===== config.mk =====
export PLATFORM = sky130hd
export DESIGN_NAME = reg_file
export DESIGN_NICKNAME = d
export VERILOG_FILES = /design/src/logic/rvseed_isa_pkg.sv /design/src/logic/reg_file.sv
export SDC_FILE = /design/constraint.sdc
export NUM_CORES = 2
export LEC_CHECK = 0
export BUFFER_PORTS_ARGS = -buffer_cell sky130_fd_sc_hd__buf_2
export CORE_MARGIN = 1.5
export CORE_UTILIZATION = 51
export DETAILED_ROUTE_END_ITERATION = 7
export PLACE_DENSITY = 0.79
export SYNTH_ARGS = -nofsm -noshare
export SYNTH_HDL_FRONTEND = slang
export SYNTH_SLANG_ARGS = --single-unit

===== constraint.sdc =====
create_clock -name clk -period 1.9 [get_ports clk]
set_input_delay 0.095 -clock clk [delete_from_list [all_inputs] [get_ports clk]]
set_output_delay 0.095 -clock clk [all_outputs]
set_load 0.01 [all_outputs]

===== src/logic/rvseed_isa_pkg.sv =====
package rvseed_isa_pkg;

    // ~~~~~~~~~~~~~~~~~~~~~~~~~~~~~~~~~~~~~~~~
    // Architectural widths
    // ~~~~~~~~~~~~~~~~~~~~~~~~~~~~~~~~~~~~~~~~

    localparam int unsigned xlen       = 64;  // Integer datapath width.
    localparam int unsigned reg_addr_w = 5;   // 32 integer registers.

    typedef logic [reg_addr_w-1:0] reg_addr_t;

    // ~~~~~~~~~~~~~~~~~~~~~~~~~~~~~~~~~~~~~~~~
    // Pre-decoded opcodes
    // ~~~~~~~~~~~~~~~~~~~~~~~~~~~~~~~~~~~~~~~~

    typedef enum logic [2:0] {
        OP_ADD  = 3'd0,  // rd = rs1 + rs2.
        OP_SUB  = 3'd1,  // rd = rs1 - rs2.
        OP_AND  = 3'd2,
        OP_OR   = 3'd3,
        OP_XOR  = 3'd4,
        OP_ADDI = 3'd5,  // rd = rs1 + imm.
        OP_LD   = 3'd6,  // rd = mem[rs1 + imm].
        OP_SD   = 3'd7   // mem[rs1 + imm] = rs2.
    } opcode_e;

endpackage


===== src/logic/reg_file.sv =====
`timescale 1ns/1ps

module reg_file (
    input  logic                                clk,
    input  logic                                rst_n,
    input  rvseed_isa_pkg::reg_addr_t           raddr_a,
    input  rvseed_isa_pkg::reg_addr_t           raddr_b,
    input  logic                                we,
    input  rvseed_isa_pkg::reg_addr_t           waddr,
    input  logic [rvseed_isa_pkg::xlen-1:0]     wdata,
    output logic [rvseed_isa_pkg::xlen-1:0]     rdata_a,
    output logic [rvseed_isa_pkg::xlen-1:0]     rdata_b
);

    import rvseed_isa_pkg::*;

    logic [xlen-1:0] regs [2**reg_addr_w];

    always_ff @(posedge clk or negedge rst_n) begin
        if (!rst_n) begin
            for (int i = 0; i < 2**reg_addr_w; i++) begin
                regs[i] <= '0;
            end
        end else if (we && (waddr != '0)) begin  // x0 never written.
            regs[waddr] <= wdata;
        end
    end

    // Write data goes straight through when WB hits the register read in ID.
    assign rdata_a = (raddr_a == '0)                 ? '0    :
                     (we && (raddr_a == waddr))      ? wdata :
                                                       regs[raddr_a];

    assign rdata_b = (raddr_b == '0)                 ? '0    :
                     (we && (raddr_b == waddr))      ? wdata :
                                                       regs[raddr_b];

endmodule


==> results by group <==
Logic synthesis
  • Number of warning messages in the yosys log: 0
  • Most frequently used cell type in the post-synthesis netlist: sky130_fd_sc_hd__dfrtp_1
  • Post-synthesis cell area: 109000 um^2
  • Mapped Cells: 7381
  • Number of storage elements in the synthesis netlist: 2048
  • Synth area leader: sky130_fd_sc_hd__dfrtp_1
  • Synth Net Count: 7463
  • Ranking of synthesized cells by area: sky130_fd_sc_hd__dfrtp_1, sky130_fd_sc_hd__mux2_2, sky130_fd_sc_hd__mux4_2, sky130_fd_sc_hd__mux2i_1, sky130_fd_sc_hd__clkbuf_1
  • Mapped Avg Cell Area: 14.8 um^2
  • Part of the Yosys area used for sequential elements: 46.9%
  • Cell types with the highest counts after synthesis: sky130_fd_sc_hd__dfrtp_1, sky130_fd_sc_hd__mux2_2, sky130_fd_sc_hd__mux4_2
  • Number of enable-type register cells in the synthesized netlist: 0
  • Cell variety after synth: 70
  • Async SR Flop Fraction: 100%
  • Leading register cell type out of synthesis: sky130_fd_sc_hd__dfrtp_1
  • Fraction of synthesized cell area taken by the top area cell type: 46.9%

Hold path
  • Class of the tightest hold or removal check: input pin to async pin

Route
  • DRC Markers: 0
  • Met3 Routed Length: 56000 um
  • Initial DRC Count: 11925
  • Via count of the routed design: 83210
  • Count of antenna-violating nets left after detailed routing: 0
  • Routed length on met2: 184000 um
  • Top Layer Used: met5
  • Number of detailed-route iterations in the first pass: 6
  • Vias per cell: 7.30
  • Wire length reported by the detailed router: 422000 um
  • Total routed wire length on the met1 layer: 139000 um
  • Wire length per cell after detailed routing: 37.1 um

Status
  • Run status: finished, violations left
  • Failing checks: negative setup slack

Run
  • Total of max-cap violations: 0

Setup path
  • FF-to-FF Start: regs[27]
  • Worst endpoint data arrival time: 2990 ps
  • Reg2reg path depth: 3
  • Endpoint of the worst register-to-register path: regs[27]
  • Worst setup path class: flip-flop to output port
  • Category of the worst setup path launch point: flip-flop
  • Type of destination of the critical path: output port
  • Worst reg-to-reg setup slack: 840 ps
  • Maximum fanout count along the critical path: 2
  • Data required time of the worst path: 1800 ps

Global route
  • Wire length of the first global-routing pass: 605000 um
  • Number of global-route vias before repair: 85825
  • Initial antenna violation count: 26
  • Global Route Usage Sum: 38.3%
  • Aggregate global routing overflow: 0
  • Pin count of the biggest net entering global routing: 133

Layout
  • Share of the core filled with cells: 64.2%
  • Fraction of final layout cells sized beyond drive strength 1: 61.7%
  • Largest register FFs: 2048
  • Biggest register: regs
  • Registers with the highest flip-flop counts: regs: 2048 flops
  • Final std cells w/o fill: 11399
  • Fin nets: 8476
  • Area growth, synth to finish: 24.8%

Power
  • Leakage power: 0.0602 uW
  • Power per standard cell area: 996 nW/um^2
  • Total power consumption of the routed design: 136000 uW
  • Largest vdd supply drop: 0.00113 V

STA
  • Maximum achievable frequency: 325 MHz
  • Fin Clk Skew: 0 ps
  • Worst slew pin tran: 1180 ps
  • Final hold violation count: 0
  • TNS Setup: -105680 ps
  • Total setup violations reported at the end of the flow: 128
  • Max Slew Vio Count: 0
  • Worst slew margin relative to its limit: 21.2%
  • Post-route worst setup slack: -1180 ps
  • RSZ-0062 raised after global routing: yes
  • Final hold slack: 19.1 ps
  • Final period demand of the worst path: 3080 ps
  • Final worst path period share: 162%

CTS
  • Number of clock buffers inserted by TritonCTS: 206
  • Clock transition at the registers of the reported paths: 60 ps
  • Htree depth: 4
  • Sinks on Clock Net: 2048
  • Clock tree from TritonCTS: built
  • Number of buffers on the longest clock path: 3
  • Cell at the root of the clock tree: sky130_fd_sc_hd__clkbuf_16
  • Clock insertion delay at the later pin of the skew report: 910 ps

Place
  • Number of placed instances with taps included: 10823
  • Final GP Congestion: 0.970
  • Total half-perimeter wirelength after legalization and detailed placement: 275000 um
  • Number of input and output port buffers inserted: 209

Floorplanning
  • Starting Density: 51.4%
  • Vertical die dimension: 466 um
  • Die area: 217000 um^2
  • IO Pins: 210
  • Die width: 466 um
  • Cell Rows: 169
  • Core Area: 213000 um^2
==> critical path, stage by stage, from the launching register on <==
cell                        delay (ps)
sky130_fd_sc_hd__dfrtp_1           410
sky130_fd_sc_hd__mux4_2            490
sky130_fd_sc_hd__mux2_4            310
sky130_fd_sc_hd__a221oi_4          270
sky130_fd_sc_hd__buf_6             150
sky130_fd_sc_hd__a2111oi_2          30
sky130_fd_sc_hd__a21o_1            240
sky130_fd_sc_hd__buf_2             170
==> worst max-delay path by stage <==
stage | slack (ps) | end | cells after the start | start
after floorplan | 70 | rdata_a[16] | 8 | raddr_a[1]
after global placement | -990 | rdata_b[50] | 10 | raddr_b[0]
final | -1180 | rdata_a[18] | 7 | regs[210]
after CTS | -1140 | rdata_a[18] | 7 | regs[210]
after global routing | -1200 | rdata_a[18] | 7 | regs[210]
after detailed placement | -1050 | rdata_b[50] | 10 | raddr_b[0]
==> timing repair <==
item / in CTS / in global routing
setup endpoints to repair: 128 / 299
hold buffers: 70 / 0
pin swaps: 302 / 142
resized for setup: 581 / 148
hold endpoints to repair: 3986 / 0
setup buffers: 144 / 49
==> stage by stage <==
stage | setup slack [ps] | instance area, um^2
2_1_floorplan | 69.3 | 109000
3_3_place_gp | -990 | 124000
3_5_place_dp | -1050 | 124000
4_1_cts | -1140 | 135000
5_1_grt | -1200 | 136000
6_report | -1180 | 137000
==> layout make-up <==
| class | instances | area [um^2] |
|---|---|---|
| clock inverter | 99 | 1210 |
| multi-input combinational | 4461 | 57300 |
| sequential | 2048 | 51200 |
| tap | 2821 | 3530 |
| inverter | 6 | 22.5 |
| antenna | 14 | 35.0 |
| clock buffer | 279 | 5860 |
| fill | 13947 | 76200 |
| timing repair buffer | 1671 | 17300 |
==> layer usage <==
layer	track usage, %	vias to the layer above
met2	55.3	7196
met4	32.0	20
li1	-	30702
met1	46.4	42992
met3	13.0	2300
met5	0	-
==> power breakdown <==
part,switching (uW),internal [uW]
Clock,18700,24300
Combinational,14500,19700
Sequential,6810,51900
==> layout by cell type, fill, tap and decap left out, types with 31 or more instances in the layout <==
master	Yosys	layout
sky130_fd_sc_hd__a21oi_2	0	46
sky130_fd_sc_hd__a21oi_4	0	35
sky130_fd_sc_hd__a22o_1	51	38
sky130_fd_sc_hd__a22oi_1	68	44
sky130_fd_sc_hd__buf_12	0	349
sky130_fd_sc_hd__buf_2	213	132
sky130_fd_sc_hd__buf_4	96	990
sky130_fd_sc_hd__buf_6	63	126
sky130_fd_sc_hd__clkbuf_1	483	31
sky130_fd_sc_hd__clkbuf_16	0	207
sky130_fd_sc_hd__clkbuf_8	0	41
sky130_fd_sc_hd__clkinv_2	0	49
sky130_fd_sc_hd__dfrtp_1	2048	2048
sky130_fd_sc_hd__dlygate4sd3_1	0	69
sky130_fd_sc_hd__mux2_1	72	72
sky130_fd_sc_hd__mux2_2	1993	1963
sky130_fd_sc_hd__mux2i_1	328	314
sky130_fd_sc_hd__mux4_2	870	870
sky130_fd_sc_hd__nand2_1	73	55
sky130_fd_sc_hd__nor2_1	142	97
sky130_fd_sc_hd__o21ai_0	70	68
sky130_fd_sc_hd__o221ai_1	52	40
sky130_fd_sc_hd__o22ai_1	198	128
sky130_fd_sc_hd__o22ai_2	0	53
==> logic make-up after synthesis <==
logic type	count (synthesis)	share of synthesized area, %
AOI/OAI and AO/OA	795	5.13
DFF	2048	46.9
muxes	3263	42.2
xor gates and xnor gates	10	0.0801
and+or+nand+nor	393	1.77
buffers and inverters	872	4.00
No activity file was read; power rests on OpenSTA's default activity.
