===== src/logic/rvseed_isa_pkg.sv =====
package rvseed_isa_pkg;

    // ~~~~~~~~~~~~~~~~~~~~~~~~~~~~~~~~~~~~~~~~
    // Architectural widths
    // ~~~~~~~~~~~~~~~~~~~~~~~~~~~~~~~~~~~~~~~~

    localparam int unsigned xlen       = 64;  // Integer datapath width.
    localparam int unsigned reg_addr_w = 5;   // 32 integer registers.

    typedef logic [reg_addr_w-1:0] reg_addr_t;

    // ~~~~~~~~~~~~~~~~~~~~~~~~~~~~~~~~~~~~~~~~
    // Pre-decoded opcodes
    // ~~~~~~~~~~~~~~~~~~~~~~~~~~~~~~~~~~~~~~~~

    typedef enum logic [2:0] {
        OP_ADD  = 3'd0,  // rd = rs1 + rs2.
        OP_SUB  = 3'd1,  // rd = rs1 - rs2.
        OP_AND  = 3'd2,
        OP_OR   = 3'd3,
        OP_XOR  = 3'd4,
        OP_ADDI = 3'd5,  // rd = rs1 + imm.
        OP_LD   = 3'd6,  // rd = mem[rs1 + imm].
        OP_SD   = 3'd7   // mem[rs1 + imm] = rs2.
    } opcode_e;

endpackage


===== src/logic/rvseed_pipe_pkg.sv =====
package rvseed_pipe_pkg;

    // Operand source chosen in ID, used in EX.
    typedef enum logic [1:0] {
        FWD_RF    = 2'd0,  // Value read from the register file.
        FWD_EXMEM = 2'd1,  // ALU result of the instruction one ahead.
        FWD_MEMWB = 2'd2   // Result of the instruction two ahead.
    } fwd_sel_e;

    // ~~~~~~~~~~~~~~~~~~~~~~~~~~~~~~~~~~~~~~~~
    // Scratch data memory
    // ~~~~~~~~~~~~~~~~~~~~~~~~~~~~~~~~~~~~~~~~

    localparam int unsigned dmem_depth  = 64;  // Doublewords.
    localparam int unsigned dmem_addr_w = 6;   // Doubleword index width.
    localparam int unsigned dmem_lsb    = 3;   // Byte offset bits dropped.

endpackage


===== src/logic/ex_alu.sv =====
`timescale 1ns/1ps

module ex_alu (
    input  rvseed_isa_pkg::opcode_e             op,
    input  logic [rvseed_isa_pkg::xlen-1:0]     rf_a,
    input  logic [rvseed_isa_pkg::xlen-1:0]     rf_b,
    input  logic [rvseed_isa_pkg::xlen-1:0]     imm,
    input  logic [rvseed_isa_pkg::xlen-1:0]     exmem_val,
    input  logic [rvseed_isa_pkg::xlen-1:0]     memwb_val,
    input  rvseed_pipe_pkg::fwd_sel_e           fwd_a,
    input  rvseed_pipe_pkg::fwd_sel_e           fwd_b,
    output logic [rvseed_isa_pkg::xlen-1:0]     alu_res,
    output logic [rvseed_isa_pkg::xlen-1:0]     store_data
);

    import rvseed_isa_pkg::*;
    import rvseed_pipe_pkg::*;

    logic [xlen-1:0] op_a;
    logic [xlen-1:0] op_b;

    function automatic logic [xlen-1:0] fwd_mux(
        input fwd_sel_e        sel,
        input logic [xlen-1:0] rf_val,
        input logic [xlen-1:0] exmem,
        input logic [xlen-1:0] memwb
    );
        case (sel)
            FWD_EXMEM: return exmem;
            FWD_MEMWB: return memwb;
            default:   return rf_val;
        endcase
    endfunction

    assign op_a = fwd_mux(fwd_a, rf_a, exmem_val, memwb_val);
    assign op_b = fwd_mux(fwd_b, rf_b, exmem_val, memwb_val);

    always_comb begin
        case (op)
            OP_ADD:  alu_res = op_a + op_b;
            OP_SUB:  alu_res = op_a - op_b;
            OP_AND:  alu_res = op_a & op_b;
            OP_OR:   alu_res = op_a | op_b;
            OP_XOR:  alu_res = op_a ^ op_b;
            default: alu_res = op_a + imm;  // ADDI, and byte address for LD/SD.
        endcase
    end

    assign store_data = op_b;

endmodule


===== config.mk =====
export PLATFORM = sky130hd
export DESIGN_NAME = ex_alu
export DESIGN_NICKNAME = d
export VERILOG_FILES = /design/src/logic/rvseed_isa_pkg.sv /design/src/logic/rvseed_pipe_pkg.sv /design/src/logic/ex_alu.sv
export SDC_FILE = /design/constraint.sdc
export NUM_CORES = 1
export LEC_CHECK = 0
export ABC_AREA = 0
export ABC_CLOCK_PERIOD_IN_PS = 8200
export BUFFER_PORTS_ARGS = -buffer_cell sky130_fd_sc_hd__buf_2
export CAP_MARGIN = 20
export CORE_AREA = 8 8 169 171
export DETAILED_ROUTE_END_ITERATION = 8
export DIE_AREA = 0 0 177 179
export GPL_TIMING_DRIVEN = 0
export PLACE_DENSITY_LB_ADDON = 0.05
export REMOVE_ABC_BUFFERS = 1
export SKIP_LAST_GASP = 1
export SLEW_MARGIN = 15
export SYNTH_ARGS = -nofsm -noshare
export SYNTH_HDL_FRONTEND = slang
export SYNTH_SLANG_ARGS = --single-unit
export TNS_END_PERCENT = 10

===== constraint.sdc =====
create_clock -name vclk -period 8.2
set_input_delay 1.23 -clock vclk [all_inputs]
set_output_delay 1.23 -clock vclk [all_outputs]
set_load 0.01 [all_outputs]

==> flow_summary_export.csv <==
group,metric,value,unit
run_status,status,"completed",
layout,nets,2923,
power_and_ir_drop,p_per_area,111,nW/um^2
clock_tree,hold_buffers,0,
power_and_ir_drop,p_total,0.00179,W
power_and_ir_drop,power.internal,0.000705,W
placement,gp_congestion,0.913,
grt,overflow,0,
sta,slew_viol_final,0,
sta,post-route-min-period,8070,ps
logic_synthesis,synthSimpleGateAreaFrac,21.5,%
logic_synthesis,ys_warn_count,0,
routing,drc,0,
power_and_ir_drop,p_comb_share,100.0,%
worst_setup_path,worst_path_largest_cell_delay,560,ps
logic_synthesis,synthXorXnorAreaFrac,11.8,%
layout,regArea,0,sq um
sta,timing.hold.ws,2890,ps
placement,place_hpwl,43.8,mm
routing,vias,17069,
layout,fin_util,62.5,%
die,start_util,50.2,%
grt,grt_pass1_wl,85.5,mm
worst_hold_path,hold_end,"store_data[27]",
routing,wl_per_cell,21.3,microns
logic_synthesis,postSynthCellCount,2041,
placement,numPlacedInstances,2695,
power_and_ir_drop,p_sw_share,60.6,%
worst_hold_path,hold_path_startpoint,"rf_b[27]",
layout,nFillCells,2541,
worst_setup_path,cp.arrival,6840,ps
die,dieArea,31700,sq um
routing,first_iter_violations,1117,
logic_synthesis,synth_top_family_by_area,"compound AO/OA/AOI/OAI gates",
layout,design.seq.count,0,
logic_synthesis,synth_area_leaders,"ha_1 20%, a21oi_1 7.8%, xnor2_1 7.7%, o21ai_0 7.6%, nand2_1 6.0%",
logic_synthesis,synth_compound_area_share,37.0,%
worst_setup_path,worstSetupPathType,"input port to primary output",
sta,fin_setup_tns,0,ps
logic_synthesis,syn-cell-area,12900,sq um
logic_synthesis,netlist-cell-type-count,67,
grt,grtUsageTotal,32.8,%
run,cap_violations,0,
routing,drt_wl_total,58.1,mm
die,die_w,177,microns
worst_setup_path,start_kind,"input port",
worst_setup_path,crit_path_top_delay_cell,"or4_4",
logic_synthesis,synth_area_per_cell,6.33,sq um
power_and_ir_drop,power_frac_seq,0,%
routing,ant_nets,0,
power_and_ir_drop,clkPwrFrac,0,%
worst_setup_path,critPathMaxFanout,24,
die,std_cell_rows,59,
sta,worst-slew-pin-transition,1080,ps
placement,portBuffers,455,
logic_synthesis,synth_top_area_share,19.5,%
grt,grt_max_degree,99,
logic_synthesis,ys_seq_area_share,0,%
layout,clkbuf_count,0,
sta,clock.fmax,124,MHz
layout,finalNonFillerCells,2728,
logic_synthesis,synthDominantAreaCellType,"ha_1",
layout,final_layout_size_suffix_gt1_share,26.1,%
power_and_ir_drop,power.net_switching,0.00108,W
worst_hold_path,hold_class,"input port to primary output",
routing,vias_per_cell,6.26,
worst_setup_path,endpoint_kind,"primary output",
sta,slew-limit-headroom,27.3,%
sta,setup_viol,0,
die,die_h,179,microns
sta,hold_viol_final,0,
logic_synthesis,synth_mux_area_share,1.17,%
routing,dr.pass1.iters,5,
sta,fin_crit_sh,98.5,%
power_and_ir_drop,p_leak,7.72,nW
power_and_ir_drop,ir_drop,68.7,uV
grt,grt_pass1_vias,16332,
layout,areaGrowthSynthToFinish,24.6,%
die,core_area,25800,sq um
die,ioPinCount,455,
worst_setup_path,cp.required,6970,ps
logic_synthesis,synth_fa_ha_area_share,19.7,%
grt,antenna_found_initial,6,
worst_hold_path,min_path_cells,4,
sta,rsz0062_at_grt,"true",
## power by group through the flow
stage / clock network, W / logic (W) / registers, W
after global routing: 0.0000000000163 / 0.00195 / 0
final: 0.0000000000327 / 0.00179 / 0
after detailed placement: 0 / 0.00166 / 0
after floorplan: 0 / 0.00106 / 0
after CTS: 0 / 0.00171 / 0
after global placement: 0 / 0.00163 / 0
## cells in the mapped netlist (all sizes together), types with 13 or more instances
cell,count
a31oi,38
o22ai,42
nor3,39
nor4,19
nand4,27
a221oi,13
nor2,148
o21ai,213
inv,156
mux2i,14
buf,38
or3,15
xnor2,114
nand3,15
xor2,57
nand2,207
o21a,22
clkbuf,104
ha,202
a21oi,202
a221o,26
a211oi,18
a22oi,102
a21o,41
or2,19
and3,22
nor2b,23
## worst max-delay path by stage
stage          slack (ps)      from          end
3_5_place_dp        -1760  fwd_b[0]  alu_res[63]
5_1_grt               -80  fwd_b[0]  alu_res[61]
4_1_cts                 4    imm[0]  alu_res[63]
6_report              130  fwd_b[0]  alu_res[61]
3_3_place_gp        -5440  fwd_b[0]  alu_res[61]
2_1_floorplan       -1050  fwd_b[0]  alu_res[44]
## area by class of cell
type               instances  area (sq um)  area share (%)
multi-input cells       1743         12300            76.6
repair buffers           492          2760            17.1
inverters                156           591            3.67
well taps                335           419            2.60
diodes                     2          5.00          0.0311
## worst max-delay path, delay by kind of cell
kind | cells | cell delay (ps)
XOR/XNOR | 2 | 340
buffers and inverters | 7 | 1000
AND/OR/NAND/NOR | 9 | 2050
AO/OA/AOI/OAI | 8 | 1490
adder cells (fa/ha/maj) | 2 | 660
## cell families after synthesis
group,Yosys count
AO/OA/AOI/OAI,772
AND/OR/NAND/NOR,581
buffers and inverters,298
adder cells (fa/ha/maj),203
XOR/XNOR,172
multiplexers,15
## cell usage in the layout, fill, tap and decap left out, types with 26 or more instances in the layout
cell and count:
o21ai_0 180, xnor2_1 114, a21oi_1 190, nand2_1 203, a21o_1 41, buf_2 454
xor2_1 57, inv_1 153, o22ai_1 41, a221o_1 26, a31oi_1 34, nor2_1 143
ha_1 181, a22oi_1 102, nand4_1 27, nor3_1 32
## metrics by stage
step	worst slack [ps]	instance area, sq um
final	125	16100
after global routing	-75.1	16100
after CTS	4.50	15700
after detailed placement	-1760	15300
after global placement	-5440	15100
after floorplan	-1050	12400
## per-layer routing
metal	up-vias	track usage (%)	wire, microns
met3	180	4.44	4570
met1	7977	37.9	22400
met5	-	0	68
met2	809	60.6	28300
li1	8093	-	-
met4	10	12.0	2710
## timing repair
| action | in CTS | in global routing |
|---|---|---|
| setup endpoints to repair | 40 | 20 |
| setup buffers | 11 | 19 |
| endpoints found under the hold margin | 0 | 0 |
| gates resized for setup | 65 | 62 |
| pin swaps | 6 | 21 |
| cloned | 0 | 1 |
Power figures use the tool's default switching activity.
