**src/logic/rvseed_isa_pkg.sv**
```systemverilog
package rvseed_isa_pkg;

    // ~~~~~~~~~~~~~~~~~~~~~~~~~~~~~~~~~~~~~~~~
    // Architectural widths
    // ~~~~~~~~~~~~~~~~~~~~~~~~~~~~~~~~~~~~~~~~

    localparam int unsigned xlen       = 64;  // Integer datapath width.
    localparam int unsigned reg_addr_w = 5;   // 32 integer registers.

    typedef logic [reg_addr_w-1:0] reg_addr_t;

    // ~~~~~~~~~~~~~~~~~~~~~~~~~~~~~~~~~~~~~~~~
    // Pre-decoded opcodes
    // ~~~~~~~~~~~~~~~~~~~~~~~~~~~~~~~~~~~~~~~~

    typedef enum logic [2:0] {
        OP_ADD  = 3'd0,  // rd = rs1 + rs2.
        OP_SUB  = 3'd1,  // rd = rs1 - rs2.
        OP_AND  = 3'd2,
        OP_OR   = 3'd3,
        OP_XOR  = 3'd4,
        OP_ADDI = 3'd5,  // rd = rs1 + imm.
        OP_LD   = 3'd6,  // rd = mem[rs1 + imm].
        OP_SD   = 3'd7   // mem[rs1 + imm] = rs2.
    } opcode_e;

endpackage

```
**src/logic/rvseed_pipe_pkg.sv**
```systemverilog
package rvseed_pipe_pkg;

    // Operand source chosen in ID, used in EX.
    typedef enum logic [1:0] {
        FWD_RF    = 2'd0,  // Value read from the register file.
        FWD_EXMEM = 2'd1,  // ALU result of the instruction one ahead.
        FWD_MEMWB = 2'd2   // Result of the instruction two ahead.
    } fwd_sel_e;

    // ~~~~~~~~~~~~~~~~~~~~~~~~~~~~~~~~~~~~~~~~
    // Scratch data memory
    // ~~~~~~~~~~~~~~~~~~~~~~~~~~~~~~~~~~~~~~~~

    localparam int unsigned dmem_depth  = 64;  // Doublewords.
    localparam int unsigned dmem_addr_w = 6;   // Doubleword index width.
    localparam int unsigned dmem_lsb    = 3;   // Byte offset bits dropped.

endpackage

```
**src/logic/id_hazard.sv**
```systemverilog
`timescale 1ns/1ps

module id_hazard (
    input  logic                        clk,
    input  logic                        rst_n,
    input  logic                        id_valid,
    input  rvseed_isa_pkg::opcode_e     id_op,
    input  rvseed_isa_pkg::reg_addr_t   id_rs1,
    input  rvseed_isa_pkg::reg_addr_t   id_rs2,
    input  logic                        ex_valid,
    input  logic                        ex_is_load,
    input  rvseed_isa_pkg::reg_addr_t   ex_rd,
    input  logic                        mem_valid,
    input  logic                        mem_wr,
    input  rvseed_isa_pkg::reg_addr_t   mem_rd,
    output logic                        stall,
    output rvseed_pipe_pkg::fwd_sel_e   fwd_a,
    output rvseed_pipe_pkg::fwd_sel_e   fwd_b
);

    import rvseed_isa_pkg::*;
    import rvseed_pipe_pkg::*;

    logic stall_q;
    logic uses_rs2;
    logic ex_hit_a;
    logic ex_hit_b;
    logic mem_hit_a;
    logic mem_hit_b;
    logic load_use;

    // Younger producer wins.
    function automatic fwd_sel_e pick_fwd(input logic ex_hit, input logic mem_hit);
        if (ex_hit) begin
            return FWD_EXMEM;
        end else if (mem_hit) begin
            return FWD_MEMWB;
        end
        return FWD_RF;
    endfunction

    assign uses_rs2 = (id_op != OP_ADDI) && (id_op != OP_LD);

    // A load in EX has no data yet, so it is never a forwarding source.
    assign ex_hit_a = ex_valid && !ex_is_load && (ex_rd != '0) && (ex_rd == id_rs1);
    assign ex_hit_b = ex_valid && !ex_is_load && (ex_rd != '0) && (ex_rd == id_rs2);

    assign mem_hit_a = mem_valid && mem_wr && (mem_rd != '0) && (mem_rd == id_rs1);
    assign mem_hit_b = mem_valid && mem_wr && (mem_rd != '0) && (mem_rd == id_rs2);

    assign load_use = ex_valid && ex_is_load && (ex_rd != '0) &&
                      ((ex_rd == id_rs1) || (uses_rs2 && (ex_rd == id_rs2)));

    assign stall = id_valid && load_use && !stall_q;  // At most one bubble in a row.

    always_ff @(posedge clk or negedge rst_n) begin
        if (!rst_n) begin
            stall_q <= 1'b0;
        end else begin
            stall_q <= stall;
        end
    end

    assign fwd_a = pick_fwd(ex_hit_a, mem_hit_a);
    assign fwd_b = pick_fwd(ex_hit_b, mem_hit_b);

endmodule

```
**config.mk**
```make
export PLATFORM = sky130hd
export DESIGN_NAME = id_hazard
export DESIGN_NICKNAME = d
export VERILOG_FILES = /design/src/logic/rvseed_isa_pkg.sv /design/src/logic/rvseed_pipe_pkg.sv /design/src/logic/id_hazard.sv
export SDC_FILE = /design/constraint.sdc
export NUM_CORES = 1
export LEC_CHECK = 0
export ABC_AREA = 1
export BUFFER_PORTS_ARGS = -buffer_cell sky130_fd_sc_hd__buf_2
export CAP_MARGIN = 20
export CORE_AREA = 2 2 39 41
export DETAILED_ROUTE_END_ITERATION = 12
export DIE_AREA = 0 0 41 43
export GPL_TIMING_DRIVEN = 0
export PLACE_DENSITY_LB_ADDON = 0.05
export REMOVE_ABC_BUFFERS = 1
export SLEW_MARGIN = 15
export SYNTH_ARGS = -nofsm -noshare
export SYNTH_HDL_FRONTEND = slang
export SYNTH_SLANG_ARGS = --single-unit
```
**constraint.sdc**
```tcl
create_clock -name clk -period 1.7 [get_ports clk]
set_clock_uncertainty 0.15 [all_clocks]
set_input_delay 0.085 -clock clk [delete_from_list [all_inputs] [get_ports clk]]
set_output_delay 0.085 -clock clk [all_outputs]
set_load 0.01 [all_outputs]
```
==> flow_metrics.env, run 1 <==
export IMPL_post_cts_buffers=0
export IMPL_min_period_ns=1.17
export IMPL_rsz0062_at_grt="no"
export IMPL_finalSetupTns_ns=0
export IMPL_synth_edf_count=0
export IMPL_worst_ir_drop_vdd_uv=81.9
export IMPL_hold_violations=0
export IMPL_drt_wirelength_per_cell_um=8.14
export IMPL_cp_slowest_cell="or2_0"
export IMPL_relSlewSlack_pct=87.9
export IMPL_status="finished clean"
export IMPL_report_final_slew_viol_count=0
export IMPL_n_antenna_cell=0
export IMPL_post_dp_hpwl_um=944
export IMPL_finalSetupViolations=0
export IMPL_grt_pass1_vias=443
export IMPL_hold_slack_ns=0.199
export IMPL_portBuffers=34
export IMPL_synthTopCellsByArea="xor2_1, nand2_1, xnor2_1, nor2_1, nor2_2"
export IMPL_period_share_pct=68.8
export IMPL_worstSetupPathType="in2out"
export IMPL_yosys_warnings=0
export IMPL_globalRouteOverflowTotal=0
export IMPL_slowest_delay_ns=0.21
export IMPL_path_clk_slew_ns=0
export IMPL_antenna_found_initial=0
export IMPL_nets=139
export IMPL_vias=508
export IMPL_min_from="id_valid"
export IMPL_top_regs="stall_q: 1 flops"
export IMPL_max_flop_register="stall_q"
export IMPL_area_growth_syn_to_layout_pct=48.2
export IMPL_drive_above_1_share_pct=40.2
export IMPL_synth_largest_area_cell="xor2_1"
export IMPL_yosysSeqAreaShare_pct=6.02
export IMPL_holdPathStages=3
export IMPL_place_congestion=0.691
export IMPL_pin_count=35
export IMPL_synth_area_um2=415
export IMPL_grt_pass1_wl_um=1640
export IMPL_ant_nets=0
export IMPL_synth_top_area_share_pct=23.2
export IMPL_vias_per_cell=4.13
export IMPL_grt_max_degree=5
export IMPL_drtPass1Iterations=2
export IMPL_max_cap_viol_count=0
export IMPL_syn_avg_cell_area_um2=5.77
export IMPL_placementRows=14
export IMPL_die_h_um=43
export IMPL_crit_buf_inv=3
export IMPL_hold_path_end="stall_q$_DFF_PN0_"
export IMPL_grt_usage_pct=12.5
export IMPL_rr_worst_depth=3
export IMPL_coreArea_mm2=0.00138
export IMPL_critPathLaunchType="input port"
export IMPL_synthCells=72
export IMPL_cp_top_family="simple AND/OR/NAND/NOR gates"
export IMPL_synth_most_common_cell="nand2_1"
export IMPL_dr_first_iter_drc_count=3
export IMPL_worstReg2RegEnd="stall_q$_DFF_PN0_"
export IMPL_tightest_slew_ns=0.181
export IMPL_largest_reg_flops=1
export IMPL_clk_insertion_delay_late_ns=0
export IMPL_die_w_um=41
export IMPL_powerDensity_mw_per_mm2=240
export IMPL_ff2ff_setup_slack_ns=0.80
export IMPL_arrival_ns=0.94
export IMPL_async_flop_share_pct=100
export IMPL_yosysUniqueCellTypes=17
export IMPL_leakage_uw=0.000354
export IMPL_synth_ff_type="dfrtp_1"
export IMPL_crit_chain="buf_2 -> or2_0 -> o21ai_1 -> inv_1 -> nand2_2 -> nor2_2 -> nor2_2 -> buf_2"
export IMPL_route_detailed_drc=0
export IMPL_reg2reg_from="stall_q$_DFF_PN0_"
export IMPL_wl_um=1000
export IMPL_endpoint_kind="output pin"
export IMPL_ys_ff_latch=1
export IMPL_critPathMaxFanout=3
export IMPL_synthTopCellsByCount="nand2_1, nor2_1, xor2_1, inv_1"
export IMPL_cp_data_required_time_ns=1.46
export IMPL_hold_class="in2reg"
export IMPL_max_freq_mhz=855
export IMPL_start_util_pct=30.0
export IMPL_die_area_mm2=0.00176
[cells in the final DEF (no fill, tap or decap), drive strengths merged]
cell type / Yosys / final
buf: 0 / 34
nand2: 16 / 16
nor2: 16 / 16
xor2: 11 / 11
inv: 10 / 10
xnor2: 5 / 5
nand3: 5 / 5
o21ai: 2 / 2
nand4: 2 / 2
or2: 2 / 2
a21oi: 1 / 1
o21bai: 1 / 1
dlygate4sd3: 0 / 1
dfrtp: 1 / 1
[where the power goes]
group | internal (µW) | switching, µW
registers | 24.5 | 0.0669
logic | 61.1 | 62.1
clock network | 0 | 0
[through the flow]
step / area (µm²) / cells / utilization, % / power [µW] / setup WS [ns]
after floorplan: 415 / 72 / - / 88.9 / 0.691
after global placement: 606 / 122 / 43.8 / 147 / 0.500
after detailed placement: 606 / 122 / 43.8 / 148 / 0.518
after CTS: 616 / 123 / 44.5 / 150 / 0.514
after global routing: 616 / 123 / 44.5 / 168 / 0.395
final: 616 / 123 / 44.5 / 148 / 0.530
[routing by layer]
layer,GRT usage (%),part of all wire [%],vias up
met5,0,0,-
met4,0,0,0
met3,0.524,9.9,0
met2,21.6,45,19
met1,17.6,45,200
li1,-,-,289
[cell families (layout without fill, tap and decap cells)]
kind of cell	count (synthesis)	count (layout)	synth area share (%)
XOR/XNOR	16	16	33.7
buffers and inverters	10	45	9.04
flip-flops	1	1	6.02
AO/OA/AOI/OAI	4	4	5.42
AND/OR/NAND/NOR	41	41	45.8
[tightest hold or removal path, cell delays in order]
cell     delay, ns
buf_2         0.10
nand3_1       0.07
a21oi_1       0.05
[final cells by class]
| cell class | count | area (µm²) |
|---|---|---|
| Timing Repair Buffer | 35 | 180 |
| Multi-Input combinational cell | 61 | 353 |
| Tap cell | 16 | 20.0 |
| Fill cell | 172 | 768 |
| Sequential cell | 1 | 25.0 |
| Inverter | 10 | 37.5 |
[how the worst max path moves through the flow]
stage | start | to | slack, ns | cells after the start
final | ex_rd[4] | fwd_a[1] | 0.53 | 8
after global routing | id_rs1[0] | stall | 0.40 | 6
after CTS | ex_rd[4] | fwd_a[1] | 0.51 | 8
after detailed placement | ex_rd[4] | fwd_a[1] | 0.52 | 8
after global placement | ex_rd[4] | fwd_a[1] | 0.50 | 8
after floorplan | stall_q$_DFF_PN0_ | stall_q$_DFF_PN0_ | 0.69 | 3
[timing repair]
action                                 4_1_cts  5_1_grt
gates resized for setup                      0        0
hold buffers                                 1        0
endpoints found under the hold margin        1        0
No activity file was read; power rests on OpenSTA's default activity.
==> run 2: changes to the inputs <==
==> constraint.sdc (replaced) <==
create_clock -name clk -period 1.05 [get_ports clk]
set_clock_uncertainty 0.15 [all_clocks]
set_input_delay 0.0525 -clock clk [delete_from_list [all_inputs] [get_ports clk]]
set_output_delay 0.0525 -clock clk [all_outputs]
set_load 0.01 [all_outputs]
==> flow_metrics.env, run 2 (synthesis results as in run 1) <==
export IMPL_layout_common_cells="buf_2, nand2_1, xor2_1"
export IMPL_setup_ws_ns=-0.0346
export IMPL_grt_max_degree=5
export IMPL_dpl_worst_slack_ns=-0.0670
export IMPL_finalSetupViolations=2
export IMPL_coreArea_mm2=0.00138
export IMPL_drt_wirelength_per_cell_um=8.35
export IMPL_n_antenna_cell=0
export IMPL_hold_violations=0
export IMPL_crit_chain="buf_4 -> or2_0 -> o21ai_1 -> inv_1 -> nand2_2 -> nor2_2 -> nor2_2 -> buf_2"
export IMPL_max_flop_register="stall_q"
export IMPL_violations="setup timing"
export IMPL_max_freq_mhz=922
export IMPL_regArea_um2=25.0
export IMPL_die_w_um=41
export IMPL_finalSetupTns_ns=-0.0575
export IMPL_placementRows=14
export IMPL_leakage_uw=0.000368
export IMPL_multi_input_area_um2=363
export IMPL_period_share_pct=103
export IMPL_vias=510
export IMPL_cp_top_family="simple AND/OR/NAND/NOR gates"
export IMPL_p_sw_share_pct=40.1
export IMPL_top_regs="stall_q: 1 flops"
export IMPL_endpoint_kind="output pin"
export IMPL_worst_ir_drop_vdd_uv=137
export IMPL_ant_nets=0
export IMPL_nets=139
export IMPL_fill_cells=171
export IMPL_place_congestion=0.691
export IMPL_critPathLaunchType="input port"
export IMPL_seq_power_share_pct=15.2
export IMPL_min_from="id_valid"
export IMPL_min_period_ns=1.08
export IMPL_p_int_uw=156
export IMPL_ff2ff_setup_slack_ns=0.17
export IMPL_portBuffers=34
export IMPL_worstReg2RegEnd="stall_q$_DFF_PN0_"
export IMPL_crit_buf_inv=3
export IMPL_rr_worst_depth=3
export IMPL_critPathMaxFanout=3
export IMPL_grt_pass1_vias=453
export IMPL_drive_above_1_share_pct=43.9
export IMPL_dr_first_iter_drc_count=4
export IMPL_path_clk_slew_ns=0
export IMPL_largest_reg_flops=1
export IMPL_grt_usage_pct=12.7
export IMPL_die_h_um=43
export IMPL_report_final_slew_viol_count=0
export IMPL_switchingPower_uw=105
export IMPL_post_dp_hpwl_um=944
export IMPL_worstSetupPathType="in2out"
export IMPL_grt_pass1_wl_um=1660
export IMPL_post_cts_buffers=0
export IMPL_pin_count=35
export IMPL_start_util_pct=30.0
export IMPL_hold_path_end="stall_q$_DFF_PN0_"
export IMPL_reg2reg_from="stall_q$_DFF_PN0_"
export IMPL_drtPass1Iterations=2
export IMPL_cpMostUsedCell="nor2_2"
export IMPL_route_detailed_drc=0
export IMPL_area_growth_syn_to_layout_pct=60.8
export IMPL_clkPwrFrac_pct=0
export IMPL_powerDensity_mw_per_mm2=391
export IMPL_relSlewSlack_pct=87.4
export IMPL_globalRouteOverflowTotal=0
export IMPL_antenna_found_initial=0
export IMPL_die_area_mm2=0.00176
export IMPL_rsz0062_at_grt="yes"
export IMPL_clk_insertion_delay_late_ns=0
export IMPL_combPwrFrac_pct=84.8
export IMPL_tightest_slew_ns=0.187
export IMPL_power_uw=261
export IMPL_max_cap_viol_count=0
export IMPL_holdPathStages=3
export IMPL_cp_slowest_cell="or2_0"
export IMPL_hold_class="in2reg"
export IMPL_wl_um=1030
export IMPL_status="finished, violations left"
export IMPL_vias_per_cell=4.15
export IMPL_final_common_cell="buf_2"
export IMPL_slowest_delay_ns=0.19
export IMPL_cp_data_required_time_ns=0.85
export IMPL_arrival_ns=0.88
[run 2: repair_timing]
action	in CTS	in global routing
setup endpoints to repair	5	6
pin swaps	12	3
endpoints found under the hold margin	1	0
resized for setup	14	1
hold buffers	1	0
[run 2: metrics by stage]
stage	cell area, µm²	cells	hold WS (ns)	util [%]
after floorplan	415	72	-0.393	-
after global placement	606	122	-0.323	43.8
after detailed placement	606	122	-0.322	43.8
after CTS	666	123	0.177	48.1
after global routing	668	123	0.195	48.3
final	668	123	0.170	48.3
[run 2: power by group through the flow]
stage	Sequential [µW]	Clock (µW)	Combinational, µW
after global placement	39.7	0	199
after CTS	39.7	0	224
after floorplan	39.7	0	104
after global routing	39.8	0	255
final	39.7	0	221
after detailed placement	39.7	0	200
[run 2: layout make-up]
cell class / instances / share of cell area [%]
Multi-Input combinational cell: 61 / 54.3
Timing Repair Buffer: 35 / 33.3
Inverter: 10 / 5.62
Sequential cell: 1 / 3.75
Tap cell: 16 / 3.00
[run 2: worst min-delay path, delay by kind of cell]
kind                   cells  cell delay, ns
AO/OA/AOI/OAI              1            0.04
buffers and inverters      1            0.10
AND/OR/NAND/NOR            1            0.08
[run 2: per-layer routing]
metal	wire length [µm]	share of wire, %	up-vias	global-route usage, %
met4	0	0	0	0
met3	99	9.6	0	0.524
li1	-	-	290	-
met5	0	0	-	0
met2	461	45	19	22.5
met1	465	45	201	17.3
[run 2: worst max path at each step]
stage                      startpoint                end  cells after the start
detailed placement           ex_rd[4]           fwd_a[1]                      8
finish                       ex_rd[4]           fwd_a[1]                      8
CTS                          ex_rd[4]           fwd_a[1]                      8
global route                 ex_rd[4]           fwd_a[1]                      8
global placement             ex_rd[4]           fwd_a[1]                      8
floorplan           stall_q$_DFF_PN0_  stall_q$_DFF_PN0_                      3
==> run 3: changes to the inputs <==
==> constraint.sdc (replaced) <==
create_clock -name clk -period 1 [get_ports clk]
set_clock_uncertainty 0.15 [all_clocks]
set_input_delay 0.05 -clock clk [delete_from_list [all_inputs] [get_ports clk]]
set_output_delay 0.05 -clock clk [all_outputs]
set_load 0.01 [all_outputs]
==> flow_metrics.env, run 3 (synthesis results as in run 1) <==
export IMPL_leakage_uw=0.000380
export IMPL_post_cts_buffers=0
export IMPL_nets=139
export IMPL_path_clk_slew_ns=0
export IMPL_die_w_um=41
export IMPL_grt_max_degree=5
export IMPL_placementRows=14
export IMPL_placed_cell_area_um2=606
export IMPL_arrival_ns=0.90
export IMPL_dpl_worst_slack_ns=-0.112
export IMPL_post_dp_hpwl_um=944
export IMPL_post_route_cell_area_um2=722
export IMPL_drtPass1Iterations=1
export IMPL_ant_nets=0
export IMPL_antenna_found_initial=0
export IMPL_die_h_um=43
export IMPL_drive_above_1_share_pct=46.7
export IMPL_wl_um=1080
export IMPL_utilization_pct=52.2
export IMPL_vias_per_cell=4.24
export IMPL_setup_ws_ns=-0.104
export IMPL_worstSetupPathType="in2out"
export IMPL_finalSetupTns_ns=-0.279
export IMPL_cp_slowest_cell="or2_0"
export IMPL_route_detailed_drc=0
export IMPL_status="finished, violations left"
export IMPL_area_growth_syn_to_layout_pct=73.8
export IMPL_coreArea_mm2=0.00138
export IMPL_hold_violations=0
export IMPL_grt_util_met3_pct=0
export IMPL_holdPathStages=3
export IMPL_critPathMaxFanout=3
export IMPL_gr_max_usage_layer="met2"
export IMPL_clk_insertion_delay_late_ns=0
export IMPL_critPathLaunchType="input port"
export IMPL_max_cap_viol_count=0
export IMPL_final_common_cell="buf_2"
export IMPL_portBuffers=34
export IMPL_globalRouteOverflowTotal=0
export IMPL_slowest_delay_ns=0.21
export IMPL_finalSetupViolations=5
export IMPL_start_util_pct=30.0
export IMPL_pin_count=35
export IMPL_cpMostUsedCell="nor2_2"
export IMPL_grt_use_met1_pct=17.3
export IMPL_place_congestion=0.691
export IMPL_min_period_ns=1.10
export IMPL_regArea_um2=25.0
export IMPL_grt_pass1_wl_um=1660
export IMPL_rsz0062_at_grt="yes"
export IMPL_period_share_pct=110
export IMPL_grt_usage_pct=12.7
export IMPL_drt_wirelength_per_cell_um=8.79
export IMPL_violations="setup timing"
export IMPL_dr_first_iter_drc_count=0
export IMPL_layout_common_cells="buf_2, nand2_1, xor2_1"
export IMPL_worst_ir_drop_vdd_uv=149
export IMPL_die_area_mm2=0.00176
export IMPL_largest_reg_flops=1
export IMPL_grt_pass1_vias=450
export IMPL_endpoint_kind="output pin"
export IMPL_cp_data_required_time_ns=0.80
export IMPL_top_regs="stall_q: 1 flops"
export IMPL_tightest_slew_ns=0.232
export IMPL_n_antenna_cell=0
export IMPL_max_flop_register="stall_q"
export IMPL_fill_cells=163
export IMPL_power_uw=296
export IMPL_grt_use_met2_pct=22.8
export IMPL_max_freq_mhz=905
export IMPL_report_final_slew_viol_count=0
export IMPL_multi_input_area_um2=375
export IMPL_relSlewSlack_pct=84.4
export IMPL_powerDensity_mw_per_mm2=410
export IMPL_crit_chain="buf_8 -> or2_0 -> o21ai_1 -> inv_1 -> nand2_2 -> nor2_2 -> nor2_2 -> buf_2"
export IMPL_rr_worst_depth=3
export IMPL_vias=521
export IMPL_hold_class="in2reg"
-- run 3: cell counts in the layout (fill, tap and decap cells not counted) --
Identical to the previous run, type by type.
-- run 3: power breakdown --
group          internal, µW  switching [µW]
clock                     0               0
sequential             41.6           0.112
combinational           138             116
total                   179             116
-- run 3: final cells by class --
cell class	instances	area share (%)
inverters	10	5.55
multi-input cells	61	52.0
flip-flops and latches	1	3.47
well taps	16	2.77
repair buffers	35	36.2
-- run 3: final timing paths --
check / from / endpoint / slack [ns]
max: ex_rd[4] / fwd_a[1] / -0.10
min: id_valid / stall_q$_DFF_PN0_ / 0.17
max reg2reg: stall_q$_DFF_PN0_ / stall_q$_DFF_PN0_ / 0.12
min reg2reg: stall_q$_DFF_PN0_ / stall_q$_DFF_PN0_ / 0.37
max in group asynchronous: rst_n / stall_q$_DFF_PN0_ / 0.40
min in group asynchronous: rst_n / stall_q$_DFF_PN0_ / 0.21
-- run 3: metal layers --
metal,vias to the layer above,wire length (µm)
met2,19,528
li1,290,-
met5,-,0
met1,212,466
met4,0,0
met3,0,85
-- run 3: through the flow --
step | hold slack [ns] | std cells
4_1_cts | 0.174 | 123
6_report | 0.169 | 123
5_1_grt | 0.192 | 123
3_5_place_dp | -0.324 | 122
2_1_floorplan | -0.396 | 72
3_3_place_gp | -0.326 | 122
-- run 3: worst max-delay path: cells and delay by family --
family                 cells  cell delay, ns
AND/OR/NAND/NOR            4            0.44
buffers and inverters      3            0.30
AO/OA/AOI/OAI              1            0.12
-- run 3: repair_timing --
action | CTS | global route
hold buffers | 1 | 0
pin swaps | 12 | 11
hold endpoints to repair | 1 | 0
setup endpoints to repair | 5 | 6
resized for setup | 19 | 11
